<file path="src/hw/ooo_config.svh">
// sizes for the dispatch and issue block
// ROB_LEN must be a power of two, tags wrap by plain overflow
// RS_LEN above 1 assumed, slot index is $clog2 wide

`ifndef OOO_CONFIG_SVH
`define OOO_CONFIG_SVH

// reservation station slots
`define RS_LEN 4

// reorder buffer tags in flight
`define ROB_LEN 8

// data word width
`define XLEN 32

// architectural registers, r0 hardwired to zero
`define ARCH_REGS 32

`endif

</file>
<file path="src/hw/ooo_pkg.sv">
// shared types for the dispatch and issue block
// widths follow ooo_config.svh, change sizes there only

package ooo_pkg;

    `include "ooo_config.svh"

    //////////////////////////////
    // indices and data
    //////////////////////////////

    // rob index, also the age key for issue
    typedef logic [$clog2(`ROB_LEN)-1:0] rob_tag_t;

    typedef logic [$clog2(`ARCH_REGS)-1:0] arch_reg_t; // r0 = zero reg

    typedef logic [`XLEN-1:0] xlen_t;

    // rs slot index
    typedef logic [$clog2(`RS_LEN)-1:0] rs_slot_t;

    // carried through to execute, not evaluated here
    typedef enum logic [1:0] {
        ALU_ADD = 2'b00,
        ALU_SUB = 2'b01,
        ALU_AND = 2'b10,
        ALU_XOR = 2'b11
    } alu_op_t;

    //////////////////////////////
    // rename and operand state
    //////////////////////////////

    typedef struct packed {
        logic     pending; // producer still in flight
        rob_tag_t tag;     // producer rob tag
    } map_entry_t;

    typedef struct packed {
        logic     ready; // value valid
        rob_tag_t tag;   // tag to watch on cdb while not ready
        xlen_t    value;
    } operand_t;

endpackage

</file>
<file path="src/hw/rob_tag_ring.sv">
// rob tag allocator, head and tail pointers plus occupancy
// retire must only be given when the rob is not empty
// alloc is expected to be held off by rob_full upstream

`timescale 1ns/10ps

`include "ooo_config.svh"

module rob_tag_ring (
    input  logic               clock,
    input  logic               arst_n,
    input  logic               squash,
    input  logic               alloc,     // accepted dispatch
    input  logic               retire,    // free head tag
    output ooo_pkg::rob_tag_t  alloc_tag, // next tag handed out
    output ooo_pkg::rob_tag_t  head_tag,  // oldest live tag
    output logic               rob_full
);

    ooo_pkg::rob_tag_t           head;
    ooo_pkg::rob_tag_t           tail;
    logic [$clog2(`ROB_LEN):0]   count; // one extra bit to reach ROB_LEN

    //////////////////////////////
    // pointers
    //////////////////////////////

    always_ff @(posedge clock or negedge arst_n) begin
        if (!arst_n) begin
            head <= '0;
            tail <= '0;
        end else if (squash) begin
            head <= '0; // restart numbering
            tail <= '0;
        end else begin
            if (alloc)
                tail <= tail + 1'b1; // wraps by overflow
            if (retire)
                head <= head + 1'b1;
        end
    end

    // occupancy, both strobes cancel out
    always_ff @(posedge clock or negedge arst_n) begin
        if (!arst_n) begin
            count <= '0;
        end else if (squash) begin
            count <= '0;
        end else if (alloc && !retire) begin
            count <= count + 1'b1;
        end else if (retire && !alloc) begin
            count <= count - 1'b1;
        end
    end

    assign alloc_tag = tail;
    assign head_tag  = head;
    assign rob_full  = (count == `ROB_LEN); // all tags unretired

endmodule

</file>
<file path="src/hw/map_table.sv">
// rename map, one pending producer tag per architectural register
// r0 never goes pending, reads of r0 always come back not pending
// dispatch beats a cdb clear on the same register at the same edge

`timescale 1ns/10ps

`include "ooo_config.svh"

module map_table (
    input  logic                 clock,
    input  logic                 arst_n,
    input  logic                 squash,
    input  logic                 dispatch_fire,
    input  ooo_pkg::arch_reg_t   dispatch_rs1,
    input  ooo_pkg::arch_reg_t   dispatch_rs2,
    input  ooo_pkg::arch_reg_t   dispatch_rd,
    input  ooo_pkg::rob_tag_t    alloc_tag,
    input  logic                 cdb_valid,
    input  ooo_pkg::rob_tag_t    cdb_tag,
    output ooo_pkg::map_entry_t  rs1_map,
    output ooo_pkg::map_entry_t  rs2_map
);

    logic [`ARCH_REGS-1:0] pending;
    ooo_pkg::rob_tag_t     tags [`ARCH_REGS]; // only meaningful while pending

    logic rd_write; // dest rename this cycle
    assign rd_write = dispatch_fire && (dispatch_rd != '0);

    // pending bits
    always_ff @(posedge clock or negedge arst_n) begin
        if (!arst_n) begin
            pending <= '0;
        end else if (squash) begin
            pending <= '0; // flush all renames
        end else begin
            for (int i = 0; i < `ARCH_REGS; i++) begin
                if (rd_write && dispatch_rd == ooo_pkg::arch_reg_t'(i))
                    pending[i] <= 1'b1; // newest producer wins
                else if (cdb_valid && pending[i] && tags[i] == cdb_tag)
                    pending[i] <= 1'b0; // producer written back
            end
        end
    end

    // tag storage
    always_ff @(posedge clock) begin
        if (rd_write)
            tags[dispatch_rd] <= alloc_tag;
    end

    //////////////////////////////
    // source lookup, comb
    //////////////////////////////

    always_comb begin
        rs1_map.pending = (dispatch_rs1 != '0) && pending[dispatch_rs1];
        rs1_map.tag     = tags[dispatch_rs1];
        rs2_map.pending = (dispatch_rs2 != '0) && pending[dispatch_rs2];
        rs2_map.tag     = tags[dispatch_rs2];
    end

endmodule

</file>
<file path="src/hw/rs_entry.sv">
// one reservation station slot
// wr_en beats clear so a slot can be freed and refilled in one cycle
// operand fields are only meaningful while busy

`timescale 1ns/10ps

module rs_entry (
    input  logic                clock,
    input  logic                arst_n,
    input  logic                squash,
    input  logic                wr_en,   // load a dispatched instr
    input  logic                clear,   // issued, free the slot
    input  ooo_pkg::alu_op_t    op_in,
    input  ooo_pkg::arch_reg_t  rd_in,
    input  ooo_pkg::rob_tag_t   tag_in,
    input  ooo_pkg::operand_t   rs1_in,
    input  ooo_pkg::operand_t   rs2_in,
    input  logic                cdb_valid,
    input  ooo_pkg::rob_tag_t   cdb_tag,
    input  ooo_pkg::xlen_t      cdb_value,
    output logic                busy,
    output logic                ready,
    output ooo_pkg::alu_op_t    op,
    output ooo_pkg::arch_reg_t  rd,
    output ooo_pkg::rob_tag_t   rob_tag,
    output ooo_pkg::operand_t   rs1,
    output ooo_pkg::operand_t   rs2,
    output logic                rs1_hit, // rs1 takes the cdb this cycle
    output logic                rs2_hit
);

    //////////////////////////////
    // wakeup
    //////////////////////////////

    // an operand waiting on the broadcast tag
    assign rs1_hit = cdb_valid && !rs1.ready && (rs1.tag == cdb_tag);
    assign rs2_hit = cdb_valid && !rs2.ready && (rs2.tag == cdb_tag);

    // ready counts a same-cycle hit, issue forwards the cdb value
    assign ready = busy
                && (rs1.ready || rs1_hit)
                && (rs2.ready || rs2_hit);

    // occupancy
    always_ff @(posedge clock or negedge arst_n) begin
        if (!arst_n) begin
            busy <= 1'b0;
        end else if (squash) begin
            busy <= 1'b0;
        end else if (wr_en) begin
            busy <= 1'b1; // refill wins over issue clear
        end else if (clear) begin
            busy <= 1'b0;
        end
    end

    // payload, loaded on write, operands updated by cdb capture
    always_ff @(posedge clock) begin
        if (wr_en) begin
            op      <= op_in;
            rd      <= rd_in;
            rob_tag <= tag_in;
            rs1     <= rs1_in;
            rs2     <= rs2_in;
        end else begin
            if (rs1_hit) begin
                rs1.ready <= 1'b1;
                rs1.value <= cdb_value;
            end
            if (rs2_hit) begin
                rs2.ready <= 1'b1;
                rs2.value <= cdb_value;
            end
        end
    end

endmodule

</file>
<file path="src/hw/rs.sv">
// reservation station, dispatch slot choice and single issue select
// issue picks the ready entry with rob tag closest above head_tag
// issue is comb from registered entries, earliest one cycle after dispatch
// is_stall holds the chosen entry, it is picked again later

`timescale 1ns/10ps

`include "ooo_config.svh"

module rs (
    input  logic                 clock,
    input  logic                 arst_n,
    input  logic                 squash,
    input  logic                 stall,    // blocks dispatch only
    input  logic                 is_stall, // keeps issued entry in place
    input  logic                 dispatch_valid,
    input  ooo_pkg::alu_op_t     dispatch_op,
    input  ooo_pkg::arch_reg_t   dispatch_rs1,
    input  ooo_pkg::arch_reg_t   dispatch_rs2,
    input  ooo_pkg::arch_reg_t   dispatch_rd,
    input  ooo_pkg::xlen_t       dispatch_rs1_value,
    input  ooo_pkg::xlen_t       dispatch_rs2_value,
    input  ooo_pkg::map_entry_t  rs1_map,
    input  ooo_pkg::map_entry_t  rs2_map,
    input  ooo_pkg::rob_tag_t    alloc_tag,
    input  ooo_pkg::rob_tag_t    head_tag,
    input  logic                 rob_full,
    input  logic                 cdb_valid,
    input  ooo_pkg::rob_tag_t    cdb_tag,
    input  ooo_pkg::xlen_t       cdb_value,
    output logic                 dispatch_fire,
    output logic                 dispatch_ready,
    output logic                 issue_valid,
    output ooo_pkg::alu_op_t     issue_op,
    output ooo_pkg::arch_reg_t   issue_rd,
    output ooo_pkg::rob_tag_t    issue_rob_tag,
    output ooo_pkg::xlen_t       issue_rs1_value,
    output ooo_pkg::xlen_t       issue_rs2_value
);

    logic [`RS_LEN-1:0]  wr_en, clear, busy, ready, rs1_hit, rs2_hit;
    ooo_pkg::alu_op_t    e_op  [`RS_LEN];
    ooo_pkg::arch_reg_t  e_rd  [`RS_LEN];
    ooo_pkg::rob_tag_t   e_tag [`RS_LEN];
    ooo_pkg::rob_tag_t   age   [`RS_LEN]; // distance from rob head
    ooo_pkg::operand_t   e_rs1 [`RS_LEN];
    ooo_pkg::operand_t   e_rs2 [`RS_LEN];
    ooo_pkg::operand_t   rs1_op, rs2_op;   // dispatch operands
    ooo_pkg::rs_slot_t   issue_slot, disp_slot;
    ooo_pkg::rob_tag_t   best_age;
    logic                any_ready, issue_fire, slot_found;

    //////////////////////////////
    // dispatch operands
    //////////////////////////////

    // pending source may be woken by the cdb in the dispatch cycle
    always_comb begin
        rs1_op.tag   = rs1_map.tag;
        rs1_op.ready = !rs1_map.pending || (cdb_valid && cdb_tag == rs1_map.tag);
        rs1_op.value = rs1_map.pending ? cdb_value : dispatch_rs1_value;
        rs2_op.tag   = rs2_map.tag;
        rs2_op.ready = !rs2_map.pending || (cdb_valid && cdb_tag == rs2_map.tag);
        rs2_op.value = rs2_map.pending ? cdb_value : dispatch_rs2_value;
    end

    for (genvar g = 0; g < `RS_LEN; g++) begin : g_entry
        rs_entry rs_entry_inst (
            .clock     (clock),
            .arst_n    (arst_n),
            .squash    (squash),
            .wr_en     (wr_en[g]),
            .clear     (clear[g]),
            .op_in     (dispatch_op),
            .rd_in     (dispatch_rd),
            .tag_in    (alloc_tag),
            .rs1_in    (rs1_op),
            .rs2_in    (rs2_op),
            .cdb_valid (cdb_valid),
            .cdb_tag   (cdb_tag),
            .cdb_value (cdb_value),
            .busy      (busy[g]),
            .ready     (ready[g]),
            .op        (e_op[g]),
            .rd        (e_rd[g]),
            .rob_tag   (e_tag[g]),
            .rs1       (e_rs1[g]),
            .rs2       (e_rs2[g]),
            .rs1_hit   (rs1_hit[g]),
            .rs2_hit   (rs2_hit[g])
        );
        assign age[g] = e_tag[g] - head_tag; // wraps in tag width
    end

    //////////////////////////////
    // issue select, oldest first
    //////////////////////////////

    always_comb begin
        any_ready  = 1'b0;
        issue_slot = '0;
        best_age   = '0;
        for (int i = 0; i < `RS_LEN; i++) begin
            if (ready[i] && (!any_ready || age[i] < best_age)) begin
                any_ready  = 1'b1;
                issue_slot = ooo_pkg::rs_slot_t'(i);
                best_age   = age[i];
            end
        end
    end

    assign issue_fire      = any_ready && !is_stall;
    assign issue_valid     = issue_fire;
    assign issue_op        = e_op[issue_slot];
    assign issue_rd        = e_rd[issue_slot];
    assign issue_rob_tag   = e_tag[issue_slot];
    // forward the broadcast into an operand woken this cycle
    assign issue_rs1_value = rs1_hit[issue_slot] ? cdb_value : e_rs1[issue_slot].value;
    assign issue_rs2_value = rs2_hit[issue_slot] ? cdb_value : e_rs2[issue_slot].value;

    //////////////////////////////
    // dispatch slot choice
    //////////////////////////////

    always_comb begin
        slot_found = 1'b0;
        disp_slot  = '0;
        for (int i = `RS_LEN-1; i >= 0; i--) begin // ends on lowest free
            if (!busy[i]) begin
                slot_found = 1'b1;
                disp_slot  = ooo_pkg::rs_slot_t'(i);
            end
        end
        if (!slot_found && issue_fire) begin
            slot_found = 1'b1; // reuse the slot leaving this cycle
            disp_slot  = issue_slot;
        end
    end

    assign dispatch_ready = slot_found && !rob_full;
    assign dispatch_fire  = dispatch_valid && dispatch_ready && !stall && !squash;

    always_comb begin
        for (int i = 0; i < `RS_LEN; i++) begin
            wr_en[i] = dispatch_fire && (disp_slot == ooo_pkg::rs_slot_t'(i));
            clear[i] = issue_fire && (issue_slot == ooo_pkg::rs_slot_t'(i));
        end
    end

endmodule

</file>
<file path="src/hw/dispatch_issue_top.sv">
// dispatch and issue top, rob tag ring + map table + reservation station
// single dispatch and single issue per cycle
// retire only while the rob holds at least one tag
// register file, execute and cdb driver live outside

`timescale 1ns/10ps

module dispatch_issue_top (
    input  logic                clock,
    input  logic                arst_n,
    input  logic                squash,
    input  logic                stall,
    input  logic                is_stall,
    // dispatch
    input  logic                dispatch_valid,
    input  ooo_pkg::alu_op_t    dispatch_op,
    input  ooo_pkg::arch_reg_t  dispatch_rs1,
    input  ooo_pkg::arch_reg_t  dispatch_rs2,
    input  ooo_pkg::arch_reg_t  dispatch_rd,
    input  ooo_pkg::xlen_t      dispatch_rs1_value,
    input  ooo_pkg::xlen_t      dispatch_rs2_value,
    output logic                dispatch_ready,
    output ooo_pkg::rob_tag_t   dispatch_rob_tag,
    // common data bus
    input  logic                cdb_valid,
    input  ooo_pkg::rob_tag_t   cdb_tag,
    input  ooo_pkg::xlen_t      cdb_value,
    input  logic                retire,
    // issue
    output logic                issue_valid,
    output ooo_pkg::alu_op_t    issue_op,
    output ooo_pkg::arch_reg_t  issue_rd,
    output ooo_pkg::rob_tag_t   issue_rob_tag,
    output ooo_pkg::xlen_t      issue_rs1_value,
    output ooo_pkg::xlen_t      issue_rs2_value
);

    ooo_pkg::rob_tag_t    head_tag;
    logic                 rob_full;
    logic                 dispatch_fire;     // accepted dispatch, from rs
    ooo_pkg::map_entry_t  rs1_map, rs2_map;

    // the tail tag is both the next rob tag and the reported dispatch tag
    rob_tag_ring rob_tag_ring_inst (
        .clock     (clock),
        .arst_n    (arst_n),
        .squash    (squash),
        .alloc     (dispatch_fire),
        .retire    (retire),
        .alloc_tag (dispatch_rob_tag),
        .head_tag  (head_tag),
        .rob_full  (rob_full)
    );

    map_table map_table_inst (
        .clock         (clock),
        .arst_n        (arst_n),
        .squash        (squash),
        .dispatch_fire (dispatch_fire),
        .dispatch_rs1  (dispatch_rs1),
        .dispatch_rs2  (dispatch_rs2),
        .dispatch_rd   (dispatch_rd),
        .alloc_tag     (dispatch_rob_tag),
        .cdb_valid     (cdb_valid),
        .cdb_tag       (cdb_tag),
        .rs1_map       (rs1_map),
        .rs2_map       (rs2_map)
    );

    rs rs_inst (
        .clock (clock), .arst_n (arst_n), .squash (squash),
        .stall (stall), .is_stall (is_stall),
        .dispatch_valid (dispatch_valid), .dispatch_op (dispatch_op),
        .dispatch_rs1 (dispatch_rs1), .dispatch_rs2 (dispatch_rs2),
        .dispatch_rd (dispatch_rd),
        .dispatch_rs1_value (dispatch_rs1_value),
        .dispatch_rs2_value (dispatch_rs2_value),
        .rs1_map (rs1_map), .rs2_map (rs2_map),
        .alloc_tag (dispatch_rob_tag), .head_tag (head_tag), .rob_full (rob_full),
        .cdb_valid (cdb_valid), .cdb_tag (cdb_tag), .cdb_value (cdb_value),
        .dispatch_fire (dispatch_fire), .dispatch_ready (dispatch_ready),
        .issue_valid (issue_valid), .issue_op (issue_op), .issue_rd (issue_rd),
        .issue_rob_tag (issue_rob_tag),
        .issue_rs1_value (issue_rs1_value), .issue_rs2_value (issue_rs2_value)
    );

endmodule

</file>
<file path="config.mk">
export PLATFORM = sky130hd
export DESIGN_NAME = dispatch_issue_top
export DESIGN_NICKNAME = d
export VERILOG_FILES = /design/src/hw/ooo_pkg.sv /design/src/hw/rob_tag_ring.sv /design/src/hw/map_table.sv /design/src/hw/rs_entry.sv /design/src/hw/rs.sv /design/src/hw/dispatch_issue_top.sv
export VERILOG_INCLUDE_DIRS = /design/src /design/src/hw
export SDC_FILE = /design/constraint.sdc
export NUM_CORES = 1
export LEC_CHECK = 0
export BUFFER_PORTS_ARGS = -buffer_cell sky130_fd_sc_hd__buf_2
export CORE_MARGIN = 2
export CORE_UTILIZATION = 45
export CTS_CLUSTER_DIAMETER = 200
export DETAILED_ROUTE_END_ITERATION = 12
export PLACE_DENSITY_LB_ADDON = 0.2
export SETUP_SLACK_MARGIN = 0.15
export SLEW_MARGIN = 15
export SYNTH_ARGS = -nofsm -noshare
export SYNTH_HDL_FRONTEND = slang
export SYNTH_HIERARCHICAL = 1
export SYNTH_SLANG_ARGS = --single-unit
export TNS_END_PERCENT = 30
</file>
<file path="constraint.sdc">
create_clock -name clock -period 8.4 [get_ports clock]
set_input_delay 0.42 -clock clock [delete_from_list [all_inputs] [get_ports clock]]
set_output_delay 0.42 -clock clock [all_outputs]
set_load 0.02 [all_outputs]
</file>
==> results.yml, run 1 <==
outcome:
  outcome: "complete, no violations"
logic_synthesis:
  synth_top_family_by_area: "simple AND/OR/NAND/NOR gates"
  syn_area_per_cell_sq_um: 10.6
  synth-adder-area-share: 0.0105
  ys_types: 74
  synth_commonest_cells: "nand2_1 (639), edfxtp_1 (424), nor2_1 (168)"
  synth_area_sq_um: 26200
  synth_edf_count: 424
  synth_warnings: 6
  synthMuxAreaShare: 0.0880
  synth_seq_cells: 469
  ys.flop_type: "edfxtp_1"
  syn-instance-count: 2457
  synth-simple-area-share: 0.197
  yosysSeqAreaShare: 0.530
  synth_compound_area_frac: 0.0955
  synth-xor-area-share: 0.0459
  yosysMostFrequentCell: "nand2_1"
  synth_top_cell_by_area: "edfxtp_1"
  synthTopCellsByArea: "edfxtp_1 (49%), nand2_1 (9.2%), dfrtp_1 (4.3%)"
  synth_top_area_frac: 0.487
  synthArstFlopShare: 0.0959
global_route:
  track_usage: 0.268
  grt_pass1_wl_um: 122000
  grt-ovfl-total: 0
  antenna_found_initial: 6
  grt_max_degree: 82
  grt_pass1_vias: 19700
sta:
  period_minus_slack_ns: 7.85
  worst_pin_slew_ns: 1.22
  max_freq_mhz: 127
  final.setup_skew_ns: 0.0283
  setup_viol: 0
  drv_slew: 0
  setup_tns_ns: 0
  hold_viol_final: 0
  slew_headroom: 0.182
  setup_slack_ns: 0.553
  rsz0062_at_grt: "yes"
  post-route-period-util: 0.934
setup_path:
  crit_path_end_kind: "flop"
  crit_top_cell: "ha_1"
  cp_max_fo: 50
  slowest_delay_ns: 0.62
  crit_slowest_cell: "and2_4"
  cp.arrival_ns: 8.11
  start_kind: "flop"
  required_ns: 8.67
  worstSetupPathType: "reg -> reg"
routing:
  via_per_inst: 5.93
  wirelength_um: 81600
  dr_wl_met3_um: 6820
  met1_length_um: 32300
  vias: 20200
  ant_nets: 0
  top_layer: "met5"
  drc: 0
  wl_per_cell_um: 23.9
  drt_iter0_drc: 1953
  drt-pass1-iter-count: 5
  wl_met2_um: 39700
power_and_ir_drop:
  powerDensity_nw_per_um2: 180
  leakagePower_nw: 10.7
  irDropWorstVdd_v: 0.000154
  totalPowerFinal_mw: 5.33
floorplanning:
  num_rows: 88
  core_area_sq_um: 57600
  start_util: 0.454
  fp.dieH_um: 245
  dieArea_sq_um: 60100
  die_w_um: 245
  pin_count: 203
job:
  cap_violations: 0
final_layout:
  layout-drive-gt1-share: 0.183
  layout.nets: 2744
  instances_no_fill: 3409
  synthToLayoutAreaGrowth_pct: 13.3
clock_tree:
  clock_tree.buffer_depth: 3
  clk_latency_ns: 0.61
  cts_root_buffer: "clkbuf_16"
  cts_buffers: 52
  htreeDepth: 2
  cts_sinks: 469
  cts_tree: "done"
  clkTransAtPathRegs_ns: 0.06
worst_hold_path:
  hp-class: "in -> reg"
placed_design:
  portBuffers: 202
  gp_congestion: 0.903
  place_inst: 3303
  dp_hpwl_um: 52500
  pre_cts_slack_ns: 0.354
==> layout by cell type (no fill, tap or decap), types with 9 or more instances in the layout <==
master,count
xnor2_1,118
clkbuf_16,52
clkinv_2,10
clkinv_1,12
buf_2,202
mux4_2,47
a22oi_1,29
nor2_1,166
nor2b_1,11
a21oi_1,67
buf_4,48
o21ai_0,50
a21o_1,31
mux2_2,65
inv_1,21
a41oi_1,31
clkbuf_1,13
o32a_1,32
ha_1,14
nand3_1,77
a211oi_1,9
mux2i_1,30
nand2b_1,149
nand4_1,38
dfrtp_1,45
edfxtp_1,424
o2bb2ai_1,33
xor2_1,19
nand2_1,638
o22ai_1,18
==> through the flow <==
stage | utilization | cell area (sq um) | hold slack (ns)
floorplan | - | 26200 | 0.124
global placement | 0.485 | 27900 | 0.524
detailed placement | 0.485 | 27900 | 0.531
CTS | 0.513 | 29600 | 0.0225
global route | 0.515 | 29600 | 0.0373
finish | 0.515 | 29600 | 0.0540
==> state kept, by name (all words and copies together), names as in the netlist <==
signal,flops
rs_inst/g_entry.rs_entry_inst/rob_tag,12
rs_inst/g_entry.rs_entry_inst/rs1,144
rob_tag_ring_inst/alloc_tag,3
map_table_inst/pending,31
rs_inst/g_entry.rs_entry_inst/rs2,144
rob_tag_ring_inst/count,4
rs_inst/g_entry.rs_entry_inst/op,8
rs_inst/g_entry.rs_entry_inst/busy,4
rob_tag_ring_inst/head_tag,3
rs_inst/g_entry.rs_entry_inst/rd,20
map_table_inst/tags,96
==> critical path: cells and delay by family (launching register included) <==
kind	cells	cell delay, ns
buffers and inverters	4	0.90
AO/OA/AOI/OAI	13	2.74
AND/OR/NAND/NOR	5	1.50
XOR/XNOR	2	0.30
adder cells (fa/ha/maj)	5	1.53
flip-flops	1	0.47
==> routing by layer <==
layer,track usage,up-vias
met5,0,-
met3,0.0518,166
met4,0.0986,10
met1,0.342,9965
li1,-,9129
met2,0.452,955
==> report_power, final <==
part | leakage (nW) | internal, mW | total [mW] | switching (mW)
sequential | 4.62 | 2.59 | 2.60 | 0.0141
clock | 0.786 | 1.24 | 2.18 | 0.944
combinational | 5.32 | 0.192 | 0.545 | 0.353
==> cells by family after synthesis <==
kind of cell	after synthesis
other	1
and+or+nand+nor	1141
muxes	150
adders and majority gates	19
xor gates and xnor gates	137
AOI/OAI and AO/OA	347
buffers and inverters	193
DFF	469
==> final cells by class <==
| type | count | area, sq um |
|---|---|---|
| fill | 5052 | 27900 |
| sequential | 469 | 13900 |
| multi-input combinational | 1799 | 11700 |
| timing repair buffer | 257 | 1480 |
| clock buffer | 70 | 1420 |
| tap | 765 | 957 |
| clock inverter | 26 | 183 |
| inverter | 22 | 83.8 |
| antenna | 1 | 2.50 |
==> repair_timing <==
action / in CTS / in global routing
gates cloned: 1 / 1
endpoints found under the setup margin: 45 / 157
endpoints found under the hold margin: 45 / 0
hold buffers: 1 / 0
resized for setup: 2 / 6
pin swaps: 2 / 3
buffers inserted: 1 / 5
==> final timing paths <==
kind,startpoint,end,slack [ns],cells past startpoint
setup / recovery,rob_tag_ring_inst/head_tag[0],rs_inst/g_entry[2].rs_entry_inst/rs2[3],0.55,29
hold / removal,dispatch_op[1],rs_inst/g_entry[3].rs_entry_inst/op[1],0.05,1
setup reg to reg,rob_tag_ring_inst/head_tag[0],rs_inst/g_entry[2].rs_entry_inst/rs2[3],0.55,29
hold reg to reg,map_table_inst/pending[10],map_table_inst/pending[10],0.55,2
max in group asynchronous,arst_n,map_table_inst/pending[27],7.43,3
min in group asynchronous,arst_n,rob_tag_ring_inst/count[3],0.47,3
No activity file was read; power rests on OpenSTA's default activity.
==> inputs of run 2 (changes only) <==
--- a/config.mk
+++ b/config.mk
@@ -6,7 +6,8 @@
 export SDC_FILE = /design/constraint.sdc
 export NUM_CORES = 1
 export LEC_CHECK = 0
-export BUFFER_PORTS_ARGS = -buffer_cell sky130_fd_sc_hd__buf_2
+export BUFFER_PORTS_ARGS = -buffer_cell sky130_fd_sc_hd__buf_4
+export CORE_ASPECT_RATIO = 0.8
 export CORE_MARGIN = 2
 export CORE_UTILIZATION = 45
 export CTS_CLUSTER_DIAMETER = 200
==> results.yml, run 2 (synthesized netlist as in run 1, its figures left out) <==
placed_design:
  dp_hpwl_um: 51100
  gp_congestion: 0.930
  portBuffers: 202
  pre_cts_slack_ns: 0.853
clock_tree:
  clk_latency_ns: 0.61
  cts_root_buffer: "clkbuf_16"
  cts_buffers: 51
  cts_sinks: 469
  htreeDepth: 2
  clock_tree.buffer_depth: 3
  clkTransAtPathRegs_ns: 0.07
  cts_tree: "done"
power_and_ir_drop:
  p_switching_mw: 1.34
  p_sw_frac: 0.247
  p_int_mw: 4.07
  leakagePower_nw: 10.9
  powerDensity_nw_per_um2: 179
  irDropWorstVdd_v: 0.000141
  clockPowerShare: 0.413
  p_comb_frac: 0.106
  p_seq_frac: 0.481
global_route:
  track_usage: 0.270
  grt_max_degree: 99
  grt_pass1_wl_um: 122000
  antenna_found_initial: 3
  grt-ovfl-total: 0
  grt_pass1_vias: 19600
setup_path:
  cp.arrival_ns: 7.18
  crit_top_cell: "ha_1"
  slowest_delay_ns: 0.49
  r2r_slack_ns: 1.15
  r2r_cells: 30
  rr_startpoint: "rob_tag_ring_inst/head_tag[0]"
  r2r-end: "rs_inst/g_entry[2].rs_entry_inst/rs1[11]"
  cp_max_fo: 61
  crit_path_end_kind: "output port"
  crit_slowest_cell: "dfrtp_1"
  required_ns: 7.98
  critPathTopFamily: "compound AO/OA/AOI/OAI gates"
  critPathBufInv: 5
  worstSetupPathType: "reg -> out"
  start_kind: "flop"
sta:
  rsz0062_at_grt: "no"
  slew_headroom: 0.234
  worst_pin_slew_ns: 1.15
  period_minus_slack_ns: 7.60
  setup_slack_ns: 0.798
  post-route-period-util: 0.905
  setup_tns_ns: 0
  setup_viol: 0
  drv_slew: 0
  max_freq_mhz: 132
  hold_ws_ns: 0.0356
  hold_viol_final: 0
  final.setup_skew_ns: 0.0260
routing:
  via_per_inst: 5.93
  ant_nets: 0
  vias: 20200
  drt_iter0_drc: 2193
  drc: 0
  drt-pass1-iter-count: 6
  wirelength_um: 81400
  wl_per_cell_um: 23.8
floorplanning:
  num_rows: 79
  pin_count: 203
  dieArea_sq_um: 60100
  start_util: 0.452
  die_w_um: 274
  fp.dieH_um: 220
  core_area_sq_um: 57800
final_layout:
  layout-drive-gt1-share: 0.186
  regArea_sq_um: 13900
  utilization: 0.522
  layout.nets: 2745
  layout_common_cells: "nand2_1 (638), edfxtp_1 (424), buf_4 (254), nor2_1 (166), nand2b_1 (149)"
  layout_commonest_cell: "nand2_1"
  multi_input_area_sq_um: 11600
  top_regs: "rs_inst/g_entry.rs_entry_inst/rs1: 144 flops, rs_inst/g_entry.rs_entry_inst/rs2: 144 flops, map_table_inst/tags: 96 flops"
  n_fill_cell: 5081
  synthToLayoutAreaGrowth_pct: 15.4
job:
  cap_violations: 0
outcome:
  outcome: "complete, no violations"
worst_hold_path:
  min_from: "dispatch_op[1]"
  hold_end: "rs_inst/g_entry[2].rs_entry_inst/op[1]"
  hp-class: "in -> reg"
  whs_path_depth: 1
==> run 2: changes by cell type in the layout (fill, tap and decap cells not counted), moves of 2 or more <==
| cell | previous run | this run |
|---|---|---|
| bufinv_16 | 2 | 4 |
| clkbuf_1 | 13 | 8 |
| buf_6 | 2 | 0 |
| inv_6 | 1 | 3 |
| buf_4 | 48 | 254 |
| clkinv_1 | 12 | 9 |
| clkbuf_8 | 5 | 0 |
| clkinvlp_4 | 1 | 3 |
| buf_2 | 202 | 0 |
| clkinv_4 | 0 | 4 |
==> run 2: power by group through the flow <==
stage          Sequential, mW  Clock, mW  Combinational [mW]
3_3_place_gp             2.65          0               0.556
3_5_place_dp             2.65          0               0.566
5_1_grt                  2.60       2.36               0.621
4_1_cts                  2.60       2.27               0.569
2_1_floorplan            2.65          0               0.339
6_report                 2.60       2.23               0.574
==> run 2: stage by stage <==
| step | instance area (sq um) | instances | power (mW) |
|---|---|---|---|
| finish | 30200 | 3413 | 5.41 |
| global route | 30200 | 3413 | 5.59 |
| CTS | 30100 | 3407 | 5.44 |
| detailed placement | 28500 | 3311 | 3.21 |
| global placement | 28500 | 3311 | 3.20 |
| floorplan | 26200 | 2459 | 2.99 |
==> run 2: cell type report <==
type / count / area share
Multi-Input combinational cell: 1797 / 0.385
Sequential cell: 469 / 0.459
Antenna cell: 1 / 0.0000829
Clock buffer: 60 / 0.0441
Clock inverter: 34 / 0.0101
Tap cell: 769 / 0.0319
Timing Repair Buffer: 261 / 0.0670
Inverter: 22 / 0.00278
==> run 2: repair_timing <==
| item | CTS | global route |
|---|---|---|
| hold buffers | 2 | 0 |
| resized for setup | 0 | 5 |
| endpoints found under the hold margin | 49 | 0 |
| setup buffers | 0 | 5 |
| setup endpoints to repair | 0 | 64 |
==> run 2: how the worst max path moves through the flow <==
stage                                       start                                      end  slack (ns)  cells past startpoint
floorplan           rob_tag_ring_inst/head_tag[0]  rs_inst/g_entry[0].rs_entry_inst/rs1[0]        0.05                     32
CTS                 rob_tag_ring_inst/head_tag[0]                       issue_rs1_value[3]        0.23                     29
finish              rob_tag_ring_inst/head_tag[0]                       issue_rs1_value[5]        0.80                     30
global placement                       cdb_tag[1]                       issue_rs1_value[3]        0.92                     28
global route        rob_tag_ring_inst/head_tag[0]                       issue_rs1_value[3]        0.22                     29
detailed placement                     cdb_tag[1]                       issue_rs1_value[3]        0.85                     28
==> run 2: metal layers <==
metal | track usage | wire length, um
met2 | 0.419 | 36900
met1 | 0.379 | 34800
met3 | 0.0593 | 7380
met5 | 0 | 19
met4 | 0.0865 | 2300
==> inputs of run 3 (changes only) <==
--- a/config.mk
+++ b/config.mk
@@ -12,7 +12,7 @@
 export CORE_UTILIZATION = 45
 export CTS_CLUSTER_DIAMETER = 200
 export DETAILED_ROUTE_END_ITERATION = 12
-export PLACE_DENSITY_LB_ADDON = 0.2
+export PLACE_DENSITY_LB_ADDON = 0.15
 export SETUP_SLACK_MARGIN = 0.15
 export SLEW_MARGIN = 15
 export SYNTH_ARGS = -nofsm -noshare
==> results.yml, run 3 (synthesized netlist as in run 1, its figures left out) <==
sta:
  setup_viol: 0
  post-route-period-util: 0.931
  worst_pin_slew_ns: 1.23
  hold_viol_final: 0
  period_minus_slack_ns: 7.82
  rsz0062_at_grt: "no"
  final.setup_skew_ns: 0.0340
  setup_tns_ns: 0
  drv_slew: 0
  slew_headroom: 0.177
  max_freq_mhz: 128
floorplanning:
  dieArea_sq_um: 60100
  core_area_sq_um: 57800
  die_w_um: 274
  start_util: 0.452
  num_rows: 79
  fp.dieH_um: 220
  pin_count: 203
final_layout:
  utilization: 0.521
  antenna_cells: 0
  synthToLayoutAreaGrowth_pct: 15.2
  layout.nets: 2733
  layout-drive-gt1-share: 0.182
  layout_commonest_cell: "nand2_1"
  top_regs: "rs_inst/g_entry.rs_entry_inst/rs1: 144 flops, rs_inst/g_entry.rs_entry_inst/rs2: 144 flops, map_table_inst/tags: 96 flops"
  layout_common_cells: "nand2_1 (638), edfxtp_1 (424), buf_4 (246), nor2_1 (166), nand2b_1 (149)"
clock_tree:
  cts_buffers: 51
  clock_tree.buffer_depth: 3
  cts_tree: "done"
  clkTransAtPathRegs_ns: 0.06
  clk_latency_ns: 0.62
  htreeDepth: 2
  cts_sinks: 469
  cts_root_buffer: "clkbuf_16"
power_and_ir_drop:
  p_seq_frac: 0.472
  powerDensity_nw_per_um2: 183
  p_sw_frac: 0.244
  p_int_mw: 4.16
  leakagePower_nw: 10.9
  p_comb_frac: 0.104
  irDropWorstVdd_v: 0.000137
  p_switching_mw: 1.34
  clockPowerShare: 0.424
routing:
  vias: 20200
  drc: 0
  via_per_inst: 5.94
  drt-pass1-iter-count: 5
  wl_per_cell_um: 24.0
  ant_nets: 0
  wirelength_um: 81500
  drt_iter0_drc: 1929
global_route:
  track_usage: 0.270
  grt_max_degree: 119
  grt_pass1_vias: 19500
  grt_pass1_wl_um: 122000
  antenna_found_initial: 1
  grt-ovfl-total: 0
setup_path:
  r2r_cells: 29
  slowest_delay_ns: 0.50
  setup.worst_path.start: "rob_tag_ring_inst/head_tag[0]"
  r2r-end: "rs_inst/g_entry[0].rs_entry_inst/rs2[4]"
  r2r_slack_ns: 1.03
  cp.arrival_ns: 7.40
  start_kind: "flop"
  rr_startpoint: "rob_tag_ring_inst/head_tag[0]"
  required_ns: 7.98
  crit_slowest_cell: "buf_12"
  crit_top_cell: "ha_1"
  cp_max_fo: 118
  worstSetupPathType: "reg -> out"
  crit_path_end_kind: "output port"
worst_hold_path:
  whs_path_depth: 1
  hp-class: "in -> reg"
  hold_end: "rs_inst/g_entry[3].rs_entry_inst/op[0]"
  min_from: "dispatch_op[0]"
placed_design:
  gp_congestion: 0.914
  portBuffers: 202
  dp_hpwl_um: 50400
job:
  cap_violations: 0
outcome:
  outcome: "complete, no violations"
[run 3: changes by cell type in the layout (fill, tap and decap cells not counted), moves of 2 or more]
| cell | delta |
|---|---|
| bufinv_16 | +3 |
| clkinv_2 | -4 |
| buf_12 | -2 |
| inv_6 | +2 |
| buf_4 | -8 |
[run 3: worst max path at each step]
stage                                          endpoint  slack, ns  cells after the start
2_1_floorplan   rs_inst/g_entry[0].rs_entry_inst/rs1[0]       0.05                     32
3_3_place_gp   rs_inst/g_entry[2].rs_entry_inst/rs2[24]       0.99                     27
3_5_place_dp   rs_inst/g_entry[2].rs_entry_inst/rs2[25]       0.80                     26
4_1_cts                             issue_rs2_value[15]       0.35                     29
5_1_grt                             issue_rs2_value[20]       0.18                     29
6_report                            issue_rs1_value[31]       0.58                     29
[run 3: final cells by class]
type / count / area [sq um]
multi-input cells: 1797 / 11600
fillers: 5026 / 27700
well taps: 769 / 962
clock buffers: 60 / 1330
flip-flops and latches: 469 / 13900
repair buffers: 249 / 1900
inverters: 22 / 83.8
clock inverters: 35 / 390
[run 3: metrics by stage]
stage	instances	cell area, sq um	hold WS, ns	worst slack [ns]	total power, mW
after floorplan	2459	26200	0.124	0.0491	2.99
after global placement	3304	28400	0.489	0.988	3.21
after detailed placement	3304	28400	0.488	0.801	3.21
final	3401	30100	0.0408	0.580	5.50
after CTS	3400	30100	0.0156	0.346	5.54
after global routing	3401	30100	0.0199	0.179	5.69
[run 3: critical path, delay by kind of cell (launching register included)]
family	cells	cell delay [ns]
AO/OA/AOI/OAI	10	1.99
adder cells (fa/ha/maj)	5	1.53
AND/OR/NAND/NOR	8	1.31
buffers and inverters	4	1.09
flip-flops	1	0.48
XOR/XNOR	2	0.33
[run 3: metal layers]
layer,wire length [um],global-route usage
met5,0,0
met4,1910,0.0743
met3,7720,0.0510
met2,36100,0.411
met1,35800,0.395
[run 3: power by group through the flow]
| stage | clock network, mW | registers [mW] | logic, mW |
|---|---|---|---|
| 6_report | 2.33 | 2.60 | 0.572 |
| 3_3_place_gp | 0 | 2.65 | 0.558 |
| 5_1_grt | 2.47 | 2.60 | 0.620 |
| 3_5_place_dp | 0 | 2.65 | 0.567 |
| 4_1_cts | 2.37 | 2.60 | 0.569 |
| 2_1_floorplan | 0 | 2.65 | 0.339 |
[run 3: timing repair]
action	CTS	global route
hold buffers	1	0
setup endpoints to repair	0	58
setup buffers	0	1
hold endpoints to repair	45	0
gates resized for setup	0	1
